[config.mk]
export PLATFORM = sky130hd
export DESIGN_NAME = kernel_fsm
export DESIGN_NICKNAME = d
export VERILOG_FILES = /design/src/common/pw_pkg.sv /design/src/control/kernel_fsm.sv
export SDC_FILE = /design/constraint.sdc
export NUM_CORES = 1
export LEC_CHECK = 0
export BUFFER_PORTS_ARGS = -buffer_cell sky130_fd_sc_hd__buf_2
export CAP_MARGIN = 0
export CORE_AREA = 2 2 39 41
export DETAILED_ROUTE_END_ITERATION = 10
export DIE_AREA = 0 0 41 43
export PLACE_DENSITY_LB_ADDON = 0.08
export SYNTH_ARGS = -nofsm -noshare
export SYNTH_HDL_FRONTEND = slang
export SYNTH_SLANG_ARGS = --single-unit
[constraint.sdc]
create_clock -name ap_clk -period 1.4 [get_ports ap_clk]
set_input_delay 0.14 -clock ap_clk [delete_from_list [all_inputs] [get_ports ap_clk]]
set_output_delay 0.14 -clock ap_clk [all_outputs]
set_load 0.02 [all_outputs]
[src/common/pw_pkg.sv]
// ===============================================
// Pointwise convolution shared definitions
// Stream widths, memory sizing, quantize widths
// and the kernel control states
// ===============================================

package pw_pkg;

    // Stream widths
    localparam int PARAM_W     = 128;
    localparam int PIXEL_W     = 64;
    localparam int LANES       = 8;
    localparam int PARAM_BYTES = PARAM_W / 8;
    localparam int PIXEL_BYTES = PIXEL_W / 8;
    localparam int SIZE_W      = 32;

    // Lane layout inside weight and bias entries
    localparam int LANE_W      = 8;
    localparam int BIAS_LANE_W = 16;
    localparam int WT_W        = LANES * LANE_W;

    // Parameter memories, index taken from the byte count
    localparam int MEM_DEPTH     = 16;
    localparam int MEM_AW        = 4;
    localparam int PARAM_IDX_LSB = 4;
    localparam int PIXEL_IDX_LSB = 3;

    // Datapath reset length
    localparam int RESET_CYCLES = 8;
    localparam int RST_CNT_W    = 3;

    // Requantize arithmetic
    localparam int QM_W    = 16;
    localparam int QN_W    = 5;
    localparam int ACC_W   = 17;
    localparam int SCALE_W = ACC_W + QM_W + 1;
    localparam int Q_MAX   = 127;
    localparam int Q_MIN   = -128;

    typedef enum logic [2:0] {
        ST_IDLE,
        ST_RESET,
        ST_LOAD_WEIGHTS,
        ST_LOAD_BIAS,
        ST_START,
        ST_PROCESS,
        ST_DONE
    } kernel_state_t;

endpackage

[src/control/kernel_fsm.sv]
// ===============================================
// Kernel control FSM
// Start edge, datapath reset, parameter loads,
// processing and the ap_idle / ap_done handshake
// ===============================================
`timescale 1ns/1ns

module kernel_fsm
    import pw_pkg::*;
(
    input  logic          ap_clk,
    input  logic          areset,
    input  logic          ap_start,
    input  logic          wt_loaded,
    input  logic          bias_loaded,
    input  logic          out_last_seen,
    output kernel_state_t state,
    output logic          datapath_rst,
    output logic          ap_idle,
    output logic          ap_done
);

    kernel_state_t        state_next;
    logic                 ap_start_r;
    logic                 start_pulse;
    logic [RST_CNT_W-1:0] rst_cnt;
    logic                 rst_last;

    // Rising edge of ap_start
    always_ff @(posedge ap_clk) begin
        if (areset) begin
            ap_start_r <= 1'b0;
        end else begin
            ap_start_r <= ap_start;
        end
    end

    assign start_pulse = ap_start & ~ap_start_r;

    // ===============================================
    // Reset state timing
    // ===============================================
    always_ff @(posedge ap_clk) begin
        if (areset) begin
            rst_cnt <= '0;
        end else if (state == ST_RESET) begin
            rst_cnt <= rst_cnt + 1'b1;
        end else begin
            rst_cnt <= '0;
        end
    end

    assign rst_last = (rst_cnt == RST_CNT_W'(RESET_CYCLES - 1));

    // Aligned with the reset state; also held through areset
    always_ff @(posedge ap_clk) begin
        if (areset) begin
            datapath_rst <= 1'b1;
        end else begin
            datapath_rst <= (state_next == ST_RESET);
        end
    end

    // ===============================================
    // State sequencing
    // ===============================================
    always_ff @(posedge ap_clk) begin
        if (areset) begin
            state <= ST_IDLE;
        end else begin
            state <= state_next;
        end
    end

    always_comb begin
        state_next = state;
        case (state)
            ST_IDLE: begin
                if (start_pulse) begin
                    state_next = ST_RESET;
                end
            end
            ST_RESET: begin
                if (rst_last) begin
                    state_next = ST_LOAD_WEIGHTS;
                end
            end
            ST_LOAD_WEIGHTS: begin
                if (wt_loaded) begin
                    state_next = ST_LOAD_BIAS;
                end
            end
            ST_LOAD_BIAS: begin
                if (bias_loaded) begin
                    state_next = ST_START;
                end
            end
            // One cycle only
            ST_START: state_next = ST_PROCESS;
            ST_PROCESS: begin
                // Final output beat leaves the engine
                if (out_last_seen) begin
                    state_next = ST_DONE;
                end
            end
            ST_DONE: state_next = ST_IDLE;
            default: state_next = ST_IDLE;
        endcase
    end

    // Idle drops on a start edge, returns with the done pulse
    always_ff @(posedge ap_clk) begin
        if (areset) begin
            ap_idle <= 1'b1;
            ap_done <= 1'b0;
        end else begin
            ap_done <= (state == ST_DONE);
            if (state == ST_DONE) begin
                ap_idle <= 1'b1;
            end else if ((state == ST_IDLE) && start_pulse) begin
                ap_idle <= 1'b0;
            end
        end
    end

endmodule

; ---- Yosys cells after proc, flatten, opt, wreduce, memory -nomap -nowiden
; Cells that the tools add are included.
[totals]
regBits = 10
output_inout_bits = 6
elab_cells = 28
input_bits = 6
[op_classes]
n_reduce_logical = 4
n_bitwise = 3
n_mux = 6
eq_ne = 8
n_addsub = 1
[op_table]
columns = op, n
row1 = $pmux W3 S6, 1
row2 = $mux W3, 5
row3 = $eq A3 B3 Y1 const B, 4
row4 = $eq A3 B1 Y1 const B, 2
row5 = $eq A3 B2 Y1 const B, 2
row6 = $reduce_or A2 Y1, 2
row7 = $add A3 B1 Y3 const B, 1
row8 = $logic_not A3 Y1, 1
row9 = $not A1 Y1, 2
row10 = $and A1 B1 Y1, 1
row11 = $logic_and A1 B1 Y1, 1

; ---- Logic depth before layout (Yosys ltp)
[logic_depth]
depth_word = 5
depth_mapped = 5
depth_no_buf = 5

; ---- Worst setup path before layout
; Ideal clock, no wire load.
[synth_path]
kind = register to register
from = register state[0]
to = register ap_idle
path_stages_with_launch = 5
period_less_slack_ns = 1.358
t_arrival_ns = 1.239
path_slack_ns = 0.042
required_ns = 1.281
n_path_buf = 1
cell_sequence = dfxtp_1 buf_6 or4b_1 a21oi_1 o21bai_1
[synth_via]
elab_chain_len = 2
[synth_lines]
columns = element, line_no
row1 = start: declaration, kernel_fsm.sv:17  ; output kernel_state_t state,
row2 = start signal: assignment, kernel_fsm.sv:71  ; state <= state_next;
row3 = $eq A3 B3 Y1 / $logic_not A3 Y1 (equally long branches), "kernel_fsm.sv:118, kernel_fsm.sv:120"
row4 = $reduce_or A2 Y1 (no source line) / $logic_and A1 B1 Y1 (equally long branches), --
row5 = end signal: assignment, kernel_fsm.sv:114  ; ap_idle <= 1'b1;
row6 = end signal: assignment, kernel_fsm.sv:119  ; ap_idle <= 1'b1;
row7 = end signal: assignment, kernel_fsm.sv:121  ; ap_idle <= 1'b0;
row8 = end: declaration, kernel_fsm.sv:19  ; output logic ap_idle,
; Parallel ways exist; a longest one is shown, timed or not.
; A chain may end at the register's enable or synchronous reset.

; ---- Final worst setup path
[layout_path]
from = register rst_cnt[0]
to = register datapath_rst
[layout_via]
elab_chain_len = 4
[layout_lines]
columns = element, line_no
row1 = start: declaration, kernel_fsm.sv:26  ; logic [RST_CNT_W-1:0] rst_cnt;
row2 = start signal: assignment, kernel_fsm.sv:47  ; rst_cnt <= rst_cnt + 1'b1;
row3 = $eq A3 B3 Y1, kernel_fsm.sv:53  ; assign rst_last = (rst_cnt == RST_CNT_W'(RESET_CYCLES - 1));
row4 = $mux W3, kernel_fsm.sv:84  ; if (rst_last) begin
row5 = $pmux W3 S6, kernel_fsm.sv:77  ; case (state)
row6 = $eq A3 B1 Y1, kernel_fsm.sv:60  ; datapath_rst <= (state_next == ST_RESET);
row7 = end signal: assignment, kernel_fsm.sv:60
row8 = end: declaration, kernel_fsm.sv:18  ; output logic datapath_rst,
; No other way between the ends.

==> flow_summary_export.csv <==
group,metric,value,unit
synthesis,synthesis.nets,56,
global_routing,track_usage,0.1470,
timing,finalHoldViolCount,0,
die,die_x,41,microns
clock_network,clock_path_buffers,2,
routing,drc,0,
worst_setup_path,crit_slowest_cell,"a222oi_1",
global_routing,antenna_found_initial,0,
worst_setup_path,criticalPathCategory,"reg -> reg",
synthesis,synth.largest_area_cell,"dfxtp_1",
clock_network,cts_num_sinks,10,
timing,slew_viol_final,0,
timing,layout_min_cycle_time,1334,ps
synthesis,synth_top_cell_area_share,0.4267,
synthesis,ys.flop_type,"dfxtp_1",
clock_network,htreeDepth,1,
die,die_h,43,microns
outcome,status,"completed",
die,num_rows,14,
routing,drt_wl_total,975,microns
timing,rsz0062_at_grt,"yes",
die,floorplan.initialDensity,0.3391,
synthesis,syn_area,469.2,sq um
synthesis,synth.area.top_cells,"dfxtp_1, buf_6, ha_1",
synthesis,postSynthAreaPerCell,9.775,sq um
synthesis,syn_inst,48,
timing,relSlewSlack,0.7341,
global_routing,grt_pass1_vias,359,
worst_setup_path,cp_cell_sequence,"ha_4 -> ha_4 -> o211ai_1 -> a222oi_1 -> o21bai_1",
timing,finalCritPeriodShare,0.9526,
worst_setup_path,critPathLaunchType,"register",
synthesis,synth_edf_count,0,
timing,timing.fmax,749.8,MHz
worst_setup_path,slowest_delay,440,ps
flow_run,maxCapViolCount,0,
timing,worst_hold_slack,105.1,ps
clock_network,cts_tree,"yes",
power,peakVddDrop,0.0005646,V
cells_and_area,antenna_cells,0,
synthesis,ys_warn_count,0,
placement,gp_congestion,0.6992,
clock_network,cts_root_buf,"clkbuf_4",
placement,place_hpwl,680.7,microns
routing,drtIter0Drc,2,
global_routing,grt_overflow,0,
worst_setup_path,required,1550,ps
routing,wl_per_cell,12.50,microns
die,die-area,0.001763,sq mm
timing,skew,3.642,ps
die,design.core.area,0.001384,sq mm
cells_and_area,area_growth,27.47,%
hold_path,holdCritPathClass,"in -> reg",
worst_setup_path,endpoint_kind,"register",
placement,placed_area,525.5,sq um
worst_setup_path,cp_common_cell,"ha_4",
cells_and_area,drive_above_1_share,0.4355,
timing,worst_pin_slew,398.9,ps
power,power_leakage,0.2551,nW
worst_setup_path,cp_num_buf_inv,0,
worst_setup_path,cp.arrival,1490,ps
routing,drt-vias-per-instance,5.013,
clock_network,clk_pin_slew_worst_paths,70,ps
routing,antenna_left,0,
timing,setup_viol,0,
clock_network,insertion_delay,270,ps
worst_setup_path,critPathTopFamily,"compound AO/OA/AOI/OAI gates",
placement,io_buffers,11,
routing,first_pass_iters,4,
clock_network,numCtsBuffers,3,
global_routing,grt_pass1_wl,1.607,mm
synthesis,synth_cell_type_count,25,
cells_and_area,design_area,598.1,sq um
synthesis,synth_seq_cells,10,
synthesis,synthArstFlopShare,0,
routing,vias,391,
power,powerDensity,1077,mW/mm^2
global_routing,grt_max_degree,12,
die,ios,12,
clock_network,postCtsSetupRepairBufs,0,
synthesis,synth-seq-area-share,0.4267,
cells_and_area,fin_nets,71,
cells_and_area,final_cell_mix,"buf_2, dfxtp_1, a21oi_1, dfxtp_2",
worst_setup_path,path_max_fanout,3,
cells_and_area,final_common_cell,"buf_2",
[cells in the mapped netlist, types with 2 or more instances]
master	number
nand2_1	2
dfxtp_1	10
nor3_1	2
a21oi_1	4
and2_1	2
ha_1	2
nor2_1	3
inv_1	2
buf_6	3
o21bai_1	2
nor2b_1	2
[through the flow]
step | total power, W | utilization | setup slack, ps | instances | TNS [ps]
6_report | 0.0006443 | 0.4322 | 66.30 | 78 | 0
3_3_place_gp | 0.0003848 | 0.3797 | -18.39 | 74 | -31.02
5_1_grt | 0.0006803 | 0.4322 | -48.95 | 78 | -92.01
4_1_cts | 0.0006556 | 0.4222 | 9.645 | 78 | 0
3_5_place_dp | 0.0003844 | 0.3797 | -23.10 | 74 | -44.19
2_1_floorplan | 0.0003646 | - | 41.55 | 48 | 0
[final cells by class]
type,count,area (sq um)
fill,140,785.8
multi-input combinational,32,251.5
sequential,10,205.2
timing repair buffer,14,77.57
clock buffer,4,36.28
tap,16,20.02
inverter,2,7.507
[path summary, 6_finish.rpt]
kind	slack, ps	depth (start not counted)	endpoint	from
max reg2reg	70	5	datapath_rst$_SDFF_PP1_	rst_cnt[0]$_SDFF_PP0_
min	110	2	ap_start_r$_SDFF_PP0_	ap_start
min reg2reg	430	1	rst_cnt[0]$_SDFF_PP0_	rst_cnt[0]$_SDFF_PP0_
max	70	5	datapath_rst$_SDFF_PP1_	rst_cnt[0]$_SDFF_PP0_
[kinds of logic (layout without fill, tap and decap cells)]
family / after synthesis / count (layout) / share of synthesized area
compound gates: 12 / 12 / 0.1867
simple gates: 18 / 18 / 0.2293
fa+ha+maj: 2 / 2 / 0.05332
buf+inv: 6 / 20 / 0.1040
flops: 10 / 10 / 0.4267
[state kept, by name, summed over array words and instances (netlist names)]
name,count
ap_start_r,1
rst_cnt,3
ap_done,1
state,3
ap_idle,1
datapath_rst,1
[timing repair]
| item | in CTS | in global routing |
|---|---|---|
| endpoints found under the setup margin | 3 | 3 |
| hold buffers | 0 | 0 |
| gates resized for setup | 5 | 4 |
| pin swaps | 3 | 6 |
[routing by layer]
layer | wire [microns] | GRT usage | share of wire | vias up
met5 | 0 | 0 | 0 | -
met4 | 22 | 0.08000 | 0.023 | 0
met3 | 59 | 0.09424 | 0.061 | 3
met2 | 482 | 0.2156 | 0.49 | 9
met1 | 410 | 0.1526 | 0.42 | 179
li1 | - | - | - | 200
[where the power goes]
part,switching (W),internal (W),total [W]
Combinational,0.0000370,0.0000338,0.0000708
Sequential,0.0000114,0.000298,0.000309
Clock,0.000106,0.000158,0.000264
Total,0.000154,0.000490,0.000644
No activity file was read; power rests on OpenSTA's default activity.
