File: config.mk
export PLATFORM = sky130hd
export DESIGN_NAME = stream_intake_flat
export DESIGN_NICKNAME = d
export VERILOG_FILES = /design/src/common/pw_pkg.sv /design/src/common/param_wr_if.sv /design/src/common/pixel_beat_if.sv /design/src/logic/stream_intake.sv /design/src/flat_wrapper.sv
export SDC_FILE = /design/constraint.sdc
export NUM_CORES = 1
export LEC_CHECK = 0
export BUFFER_PORTS_ARGS = -buffer_cell sky130_fd_sc_hd__buf_4
export CELL_PAD_IN_SITES_DETAIL_PLACEMENT = 1
export CELL_PAD_IN_SITES_GLOBAL_PLACEMENT = 1
export CORE_AREA = 2 2 197 199
export CTS_BUF_LIST = sky130_fd_sc_hd__clkbuf_2 sky130_fd_sc_hd__clkbuf_4 sky130_fd_sc_hd__clkbuf_8
export CTS_CLUSTER_DIAMETER = 200
export DETAILED_ROUTE_END_ITERATION = 10
export DIE_AREA = 0 0 199 201
export MAX_ROUTING_LAYER = met4
export PLACE_DENSITY = 0.74
export SLEW_MARGIN = 15
export SYNTH_ARGS = -nofsm -noshare
export SYNTH_HDL_FRONTEND = slang
export SYNTH_SLANG_ARGS = --single-unit
export TNS_END_PERCENT = 50
File: constraint.sdc
create_clock -name ap_clk -period 5.05 [get_ports ap_clk]
set_clock_uncertainty 0.05 [all_clocks]
set_input_delay 0.2525 -clock ap_clk [delete_from_list [all_inputs] [get_ports ap_clk]]
set_output_delay 0.2525 -clock ap_clk [all_outputs]
set_load 0.03 [all_outputs]
File: src/common/pw_pkg.sv
// ===============================================
// Pointwise convolution shared definitions
// Stream widths, memory sizing, quantize widths
// and the kernel control states
// ===============================================

package pw_pkg;

    // Stream widths
    localparam int PARAM_W     = 128;
    localparam int PIXEL_W     = 64;
    localparam int LANES       = 8;
    localparam int PARAM_BYTES = PARAM_W / 8;
    localparam int PIXEL_BYTES = PIXEL_W / 8;
    localparam int SIZE_W      = 32;

    // Lane layout inside weight and bias entries
    localparam int LANE_W      = 8;
    localparam int BIAS_LANE_W = 16;
    localparam int WT_W        = LANES * LANE_W;

    // Parameter memories, index taken from the byte count
    localparam int MEM_DEPTH     = 16;
    localparam int MEM_AW        = 4;
    localparam int PARAM_IDX_LSB = 4;
    localparam int PIXEL_IDX_LSB = 3;

    // Datapath reset length
    localparam int RESET_CYCLES = 8;
    localparam int RST_CNT_W    = 3;

    // Requantize arithmetic
    localparam int QM_W    = 16;
    localparam int QN_W    = 5;
    localparam int ACC_W   = 17;
    localparam int SCALE_W = ACC_W + QM_W + 1;
    localparam int Q_MAX   = 127;
    localparam int Q_MIN   = -128;

    typedef enum logic [2:0] {
        ST_IDLE,
        ST_RESET,
        ST_LOAD_WEIGHTS,
        ST_LOAD_BIAS,
        ST_START,
        ST_PROCESS,
        ST_DONE
    } kernel_state_t;

endpackage

File: src/common/param_wr_if.sv
// ===============================================
// Parameter write port
// Weight and bias entry writes from the intake
// into the engine memories
// ===============================================
`timescale 1ns/1ns

interface param_wr_if
    import pw_pkg::*;
();

    logic               wt_we;
    logic               bias_we;
    logic [MEM_AW-1:0]  index;
    // Weights in the low 64 bits, biases use all 128
    logic [PARAM_W-1:0] data;

    modport source (output wt_we, output bias_we, output index, output data);

    modport sink (input wt_we, input bias_we, input index, input data);

endinterface

File: src/common/pixel_beat_if.sv
// ===============================================
// Pixel beat port
// Accepted pixel beats with memory index and the
// counted last flag
// ===============================================
`timescale 1ns/1ns

interface pixel_beat_if
    import pw_pkg::*;
();

    logic               valid;
    // Eight signed int8 lanes, lane i in byte i
    logic [PIXEL_W-1:0] data;
    logic [MEM_AW-1:0]  index;
    logic               last;

    modport source (output valid, output data, output index, output last);

    modport sink (input valid, input data, input index, input last);

endinterface

File: src/logic/stream_intake.sv
// ===============================================
// Stream intake
// Accepts parameter and pixel beats, counts bytes
// per phase and flags phase completion
// ===============================================
`timescale 1ns/1ns

module stream_intake
    import pw_pkg::*;
(
    input  logic               ap_clk,
    input  logic               areset,
    input  logic               datapath_rst,
    input  kernel_state_t      state,
    input  logic [SIZE_W-1:0]  num_weights,
    input  logic [SIZE_W-1:0]  num_bias,
    input  logic [SIZE_W-1:0]  num_pixels,
    input  logic [PARAM_W-1:0] param_data,
    input  logic               param_valid,
    input  logic [PIXEL_W-1:0] pixel_data,
    input  logic               pixel_valid,
    output logic               param_ready,
    output logic               pixel_ready,
    output logic               wt_loaded,
    output logic               bias_loaded,
    param_wr_if.source         wr,
    pixel_beat_if.source       pix
);

    logic [SIZE_W-1:0] wt_bytes;
    logic [SIZE_W-1:0] bias_bytes;
    logic [SIZE_W-1:0] px_bytes;
    logic              param_fire;
    logic              pixel_fire;

    // Ready drops once the phase byte count is reached
    // A zero size never raises it at all
    assign param_ready = ((state == ST_LOAD_WEIGHTS) && (wt_bytes < num_weights)) ||
                         ((state == ST_LOAD_BIAS) && (bias_bytes < num_bias));
    assign pixel_ready = (state == ST_PROCESS) && (px_bytes < num_pixels);

    assign param_fire = param_valid & param_ready;
    assign pixel_fire = pixel_valid & pixel_ready;

    // ===============================================
    // Byte counters, cleared by the datapath reset
    // ===============================================
    always_ff @(posedge ap_clk) begin
        if (areset || datapath_rst) begin
            wt_bytes   <= '0;
            bias_bytes <= '0;
            px_bytes   <= '0;
        end else begin
            if (wr.wt_we) begin
                wt_bytes <= wt_bytes + SIZE_W'(PARAM_BYTES);
            end
            if (wr.bias_we) begin
                bias_bytes <= bias_bytes + SIZE_W'(PARAM_BYTES);
            end
            if (pixel_fire) begin
                px_bytes <= px_bytes + SIZE_W'(PIXEL_BYTES);
            end
        end
    end

    // Phase done levels, held until the next run
    always_ff @(posedge ap_clk) begin
        if (areset || datapath_rst) begin
            wt_loaded   <= 1'b0;
            bias_loaded <= 1'b0;
        end else begin
            if ((state == ST_LOAD_WEIGHTS) && (wt_bytes >= num_weights)) begin
                wt_loaded <= 1'b1;
            end
            if ((state == ST_LOAD_BIAS) && (bias_bytes >= num_bias)) begin
                bias_loaded <= 1'b1;
            end
        end
    end

    // Parameter steering, index wraps at MEM_DEPTH
    assign wr.wt_we   = param_fire && (state == ST_LOAD_WEIGHTS);
    assign wr.bias_we = param_fire && (state == ST_LOAD_BIAS);
    assign wr.index   = (state == ST_LOAD_BIAS) ? bias_bytes[PARAM_IDX_LSB +: MEM_AW] :
                                                  wt_bytes[PARAM_IDX_LSB +: MEM_AW];
    assign wr.data    = param_data;

    // Pixel beats with counted last
    assign pix.valid = pixel_fire;
    assign pix.data  = pixel_data;
    assign pix.index = px_bytes[PIXEL_IDX_LSB +: MEM_AW];
    assign pix.last  = pixel_fire && ((px_bytes + SIZE_W'(PIXEL_BYTES)) >= num_pixels);

endmodule

File: src/flat_wrapper.sv
// flat-port wrapper written by rule: the top's interface ports become plain ports
module stream_intake_flat import pw_pkg::*;
  (ap_clk, areset, datapath_rst, state, num_weights, num_bias, num_pixels, param_data, param_valid, pixel_data, pixel_valid, param_ready, pixel_ready, wt_loaded, bias_loaded, wr_wt_we, wr_bias_we, wr_index, wr_data, pix_valid, pix_data, pix_index, pix_last);
  param_wr_if wr_i ();
  pixel_beat_if pix_i ();
  input  logic ap_clk;
  input  logic areset;
  input  logic datapath_rst;
  input  kernel_state_t state;
  input  logic [SIZE_W-1:0] num_weights;
  input  logic [SIZE_W-1:0] num_bias;
  input  logic [SIZE_W-1:0] num_pixels;
  input  logic [PARAM_W-1:0] param_data;
  input  logic param_valid;
  input  logic [PIXEL_W-1:0] pixel_data;
  input  logic pixel_valid;
  output logic param_ready;
  output logic pixel_ready;
  output logic wt_loaded;
  output logic bias_loaded;
  output wire logic [$bits(wr_i.wt_we)-1:0] wr_wt_we;
  output wire logic [$bits(wr_i.bias_we)-1:0] wr_bias_we;
  output wire logic [$bits(wr_i.index)-1:0] wr_index;
  output wire logic [$bits(wr_i.data)-1:0] wr_data;
  output wire logic [$bits(pix_i.valid)-1:0] pix_valid;
  output wire logic [$bits(pix_i.data)-1:0] pix_data;
  output wire logic [$bits(pix_i.index)-1:0] pix_index;
  output wire logic [$bits(pix_i.last)-1:0] pix_last;
  assign wr_wt_we = wr_i.wt_we;
  assign wr_bias_we = wr_i.bias_we;
  assign wr_index = wr_i.index;
  assign wr_data = wr_i.data;
  assign pix_valid = pix_i.valid;
  assign pix_data = pix_i.data;
  assign pix_index = pix_i.index;
  assign pix_last = pix_i.last;
  stream_intake u_core (.ap_clk(ap_clk), .areset(areset), .datapath_rst(datapath_rst), .state(state), .num_weights(num_weights), .num_bias(num_bias), .num_pixels(num_pixels), .param_data(param_data), .param_valid(param_valid), .pixel_data(pixel_data), .pixel_valid(pixel_valid), .param_ready(param_ready), .pixel_ready(pixel_ready), .wt_loaded(wt_loaded), .bias_loaded(bias_loaded), .wr(wr_i), .pix(pix_i));
endmodule
Word-level counts from Yosys, hierarchy flattened
Cells that the tools add are included.
{ "classes": {"addsub": 3, "n_mul": 0, "n_div": 0, "magnitude_cmp": 6, "eq_ne": 3, "n_shift": 0, "n_mux": 1, "bitwise_logic": 2, "n_reduce_logical": 10} }
{ "op_table": {"columns": ["cell", "count"], "rows": [
  [">= comparator 32 bit", 3],
  ["< comparator 32 bit", 3],
  ["adder 32 x 5 -> 32 bit, second input constant", 2],
  ["adder 32 x 4 -> 32 bit, second input constant", 1],
  ["logical AND 1 bit", 8],
  ["== test 3 x 2 -> 1 bit, second input constant", 2],
  ["2-to-1 mux 4 bit", 1],
  ["== test 3 bit, second input constant", 1],
  ["AND 1 bit", 2],
  ["logical OR 1 bit", 2]
]} }
{ "word_totals": {"regBits": 98, "latchBits": 0, "ram_bits": 0, "romBits": 0, "inputBits": 296, "out_inout_bits": 208, "word_cells": 30, "n_memories": 0} }

Depth between registers and ports, before layout
{ "logic_depth": {"ltp_word": 5, "ltp_mapped": 15, "depth_no_buf": 15} }

Least setup slack after synthesis
OpenSTA, ideal clock, no wires.
{ "synth_path": {"path_type": "register -> output", "start": "reg u_core.px_bytes[3]", "end": "out pix_last", "t_arrival_ns": 3.465, "required_time_ns": 4.748, "path_slack_ns": 1.282, "stages_incl_launch_ff": 16, "n_path_buf": 0, "path_cell_list": "dfxtp_1 -> ha_1 -> nand3_2 -> nor3_1 -> and3_1 -> nand3_1 -> or2_2 -> xnor2_1 -> ha_1 -> a21oi_1 -> nor2b_1 -> o21ai_0 -> a21oi_1 -> o21a_1 -> o21ai_0 -> a211oi_1"} }
{ "synth_between": {"elab_chain_cells": 4, "word_cells_on_any_way": 6, "classes_between": "add/sub: 1; order compare: 2; bitwise: 1; reduce/logical: 2"} }
{ "synth_lines": {"columns": ["item", "line_no", "rtl"], "rows": [
  ["start, declared", "stream_intake.sv:32", "logic [SIZE_W-1:0] px_bytes;"],
  ["start signal, assigned", "stream_intake.sv:61", "px_bytes <= px_bytes + SIZE_W'(PIXEL_BYTES);"],
  ["branches (longest 3 deep; another with adder 32 x 4 -> 32 bit)", null, null],
  ["logical AND 1 bit *", "stream_intake.sv:92", "assign pix.last = pixel_fire && ((px_bytes + SIZE_W'(PIXEL_BYTES)) >= num_pixels);"],
  ["end, declared", "flat_wrapper.sv:28", "output wire logic [$bits(pix_i.last)-1:0] pix_last;"]
]} }
Mark *: on every way between the ends.

Worst setup path after layout
Ends and elaborated chain as after synthesis.

==> results.md <==
* Antenna violations before repair at 0
* Clk Tree Root Cell: clkbuf_8
* Total CTS buffers at 9
* Worst hold path cell count at 3
* Nets at 1474
* Post-Synth XOR/XNOR Area at 5.01%
* DR iter-0 viols at 379
* CP max FO at 7
* Row Count at 72
* FF-to-FF path depth at 9
* Mapped Nets at 1563
* Slowest-stage cell, CP: dfxtp_1
* GR Overflow Total at 0
* Die width at 199 um
* Complex-gate fraction of the synthesized area at 15.1%
* EDFF count, synth at 0
* Min-Delay Path Class: input port to flop
* Top post-synthesis cells by area: dfxtp_1 (20%), buf_4 (17%), ha_1 (16%)
* Setup_tns at 0 ns
* Drt pass-1 iters at 4
* Critical setup path kind: flop to output pin
* Setup crit end kind: output pin
* Required @ worst endpoint at 4.75 ns
* Largest net degree at the start of global routing at 52
* Syn Std Cell Area at 8910 um^2
* Yosys warning count at 0
* Max H-tree Level at 3
* Post-CTS Setup Repair Bufs at 0
* PwrDens at 159 nW/um^2
* IO buf count at 119
* Synthesis-stage register bit count at 87
* Fin. Hold Viols at 0
* Worst reg2reg path endpoint: u_core.bias_bytes[24]
* Global routing's busiest layer: met2
* Hold_sp: areset
* Post-CTS resize count at 0
* Worst IR drop on VDD at 95.3 uV
* Simple-gate share of the synthesized area at 20.5%
* CP Depth at 16
* Final min period at 4.41 ns
* Worst path max stage delay at 0.48 ns
* Seq/Total Area, Yosys at 19.5%
* Post-Route WL at 26500 um
* Post-synth top area share at 19.5%
* Syn_area_per_cell at 7.75 um^2
* Total track usage at 13.6%
* Worst skew pair latency at 0.40 ns
* Critical path's top delay family: simple AND/OR/NAND/NOR gates
* DPL Wire Length at 21300 um
* Post-synthesis mux area share at 0.786%
* Slew @ Worst Pin at 0.992 ns
* Area growth from synthesis to final layout at 2.26%
* Main combinational cell family by area after synthesis: buffers and inverters
* DRC Markers at 0
* Final Wtd Congestion at 0.820
* Diode count at 0
* Max frequency at 227 MHz
* CP startpoint kind: flop
* Outcome: completed
* CP Cell Sequence: ha_1 > nand3_2 > nor3_1 > and3_1 > nand3_1 > or2_2 > xnor2_1 > ha_1 > a21oi_1 > nor2b_1 > o21ai_0 > a21oi_1 > o21a_1 > o21ai_0 > a211oi_1 > buf_4
* Mapped Cells at 1150
* Worst Hold Path EP: u_core.wt_bytes[27]
* Via count at 7536
* Most common cell in the netlist: buf_4
* Hold_buf cts at 0
* DR WL/cell at 16.7 um
* DIE AREA at 40000 um^2
* Synth top cells by count: buf_4 (196), ha_1 (117), inv_1 (112)
* Worst slew margin at 33.8%
* Max_cap viols at 0
* Vias in the first global route at 7895
* Layout cells sized above 1 at 15.6%
* Async S/R FF share, synth at 0%
* CTS tree: built
* Ports at 504
* Initial Util at 23.4%
* Max clock buf depth at 2
* Met1 usage at 15.9%
* Cell taking the most area after synthesis: dfxtp_1
* Met3 Usage GRT at 3.39%
* Reg-to-reg slack, setup at 1.59 ns
* Unrepaired setup endpoints after global routing: false
* DRT antenna net count at 0
* Post-Synth Adder-Cell Area at 16.4%
* DIE HEIGHT at 201 um
* Synth cell types at 68
* M2 GR Usage at 21.7%
* Reg-to-reg critical path startpoint: u_core.bias_bytes[30]
* Synth Flop Type: dfxtp_1
* Tcrit/Tclk final at 87.4%
* Core Region at 38100 um^2
* Fin area at 9110 um^2
* Fill cells at 4598
* First-pass GRT wire length at 42100 um
* # setup viols final at 0
* DR vias/cell at 4.76
* Sink Count at 87
* WP buf/inv at 1
* Leak at 0.00408 uW
* Cell Area, Placed at 8900 um^2
* CTS clk-pin slew, worst paths at 0.12 ns
* CP Data Arrival Time at 4.11 ns
* Pins Over Slew Limit at 0
## metal layers
layer | routed length, um | vias up
li1 | - | 3637
met2 | 12300 | 189
met5 | 0 | -
met3 | 1730 | 95
met4 | 1050 | 0
met1 | 11500 | 3615
## sequential cells by signal, indices dropped and copies added, names as in the netlist
signal and flops:
u_core.px_bytes 29, u_core.bias_bytes 28, u_core.wt_bytes 28, u_core.wt_loaded 1
u_core.bias_loaded 1
## layout make-up
class | count | area (um^2) | area share, %
multi-input combinational | 725 | 5160 | 56.6
tap | 518 | 648 | 7.11
timing repair buffer | 123 | 923 | 10.1
inverter | 115 | 432 | 4.74
sequential | 87 | 1740 | 19.1
clock inverter | 6 | 72.6 | 0.796
clock buffer | 10 | 138 | 1.51
## metrics by stage
step | hold WS (ns) | worst slack [ns] | power [uW] | utilization, % | cells
after floorplan | 0.379 | 1.28 | 1080 | - | 1150
final | 0.152 | 0.636 | 1450 | 23.9 | 1584
after detailed placement | 0.396 | 1.05 | 907 | 23.4 | 1568
after CTS | 0.122 | 0.576 | 1490 | 23.9 | 1584
after global placement | 0.391 | 1.15 | 901 | 23.4 | 1568
after global routing | 0.153 | 0.314 | 1530 | 23.9 | 1584
## cell usage in the layout, fill, tap and decap left out, types with 4 or more instances in the layout
cell type    n
ha_1       117
xnor2_1     36
a31o_2       4
xor2_1      15
o31ai_1     15
or4_1       21
nand4_1     32
a21o_1      17
nor2_1      53
and3_1      14
inv_1      112
nor4_1      12
nor3_1      16
and4_1       8
and2_1       4
mux2i_1      7
nand2_1     84
a211oi_1     4
buf_4      123
nand3_1     36
o211ai_1     9
o21ai_0     42
clkbuf_8    10
a21oi_1     85
dfxtp_1     87
nor2b_1      4
or2_2        5
or3_1       33
## where the power goes
part | switching (uW) | total [uW] | leakage, uW | internal, uW
sequential | 1.20 | 687 | 0.000700 | 686
combinational | 109 | 201 | 0.00328 | 91.3
clock | 315 | 564 | 0.000104 | 249
## worst max-delay path by stage
stage                       startpoint  endpoint  slack, ns
floorplan           u_core.px_bytes[3]  pix_last       1.28
global placement    u_core.px_bytes[3]  pix_last       1.15
detailed placement  u_core.px_bytes[3]  pix_last       1.05
CTS                 u_core.px_bytes[3]  pix_last       0.58
global route        u_core.px_bytes[3]  pix_last       0.31
finish              u_core.px_bytes[3]  pix_last       0.64
## cells by family (layout without fill, tap and decap cells)
kind of cell | Yosys count | after routing
xor gates and xnor gates | 51 | 51
adders and majority gates | 117 | 117
DFF | 87 | 87
muxes | 7 | 7
and+or+nand+nor | 339 | 339
AOI/OAI and AO/OA | 211 | 211
buffers and inverters | 338 | 254
## worst register-to-register path, stage by stage (launching register included)
cell       delay (ns)
dfxtp_1          0.42
ha_1             0.29
nand4_1          0.22
nor2_1           0.07
a221oi_1         0.34
nand4_1          0.15
buf_4            0.22
nand4bb_1        0.74
or4_1            0.73
a21oi_1          0.14
No activity file was read; power rests on OpenSTA's default activity.
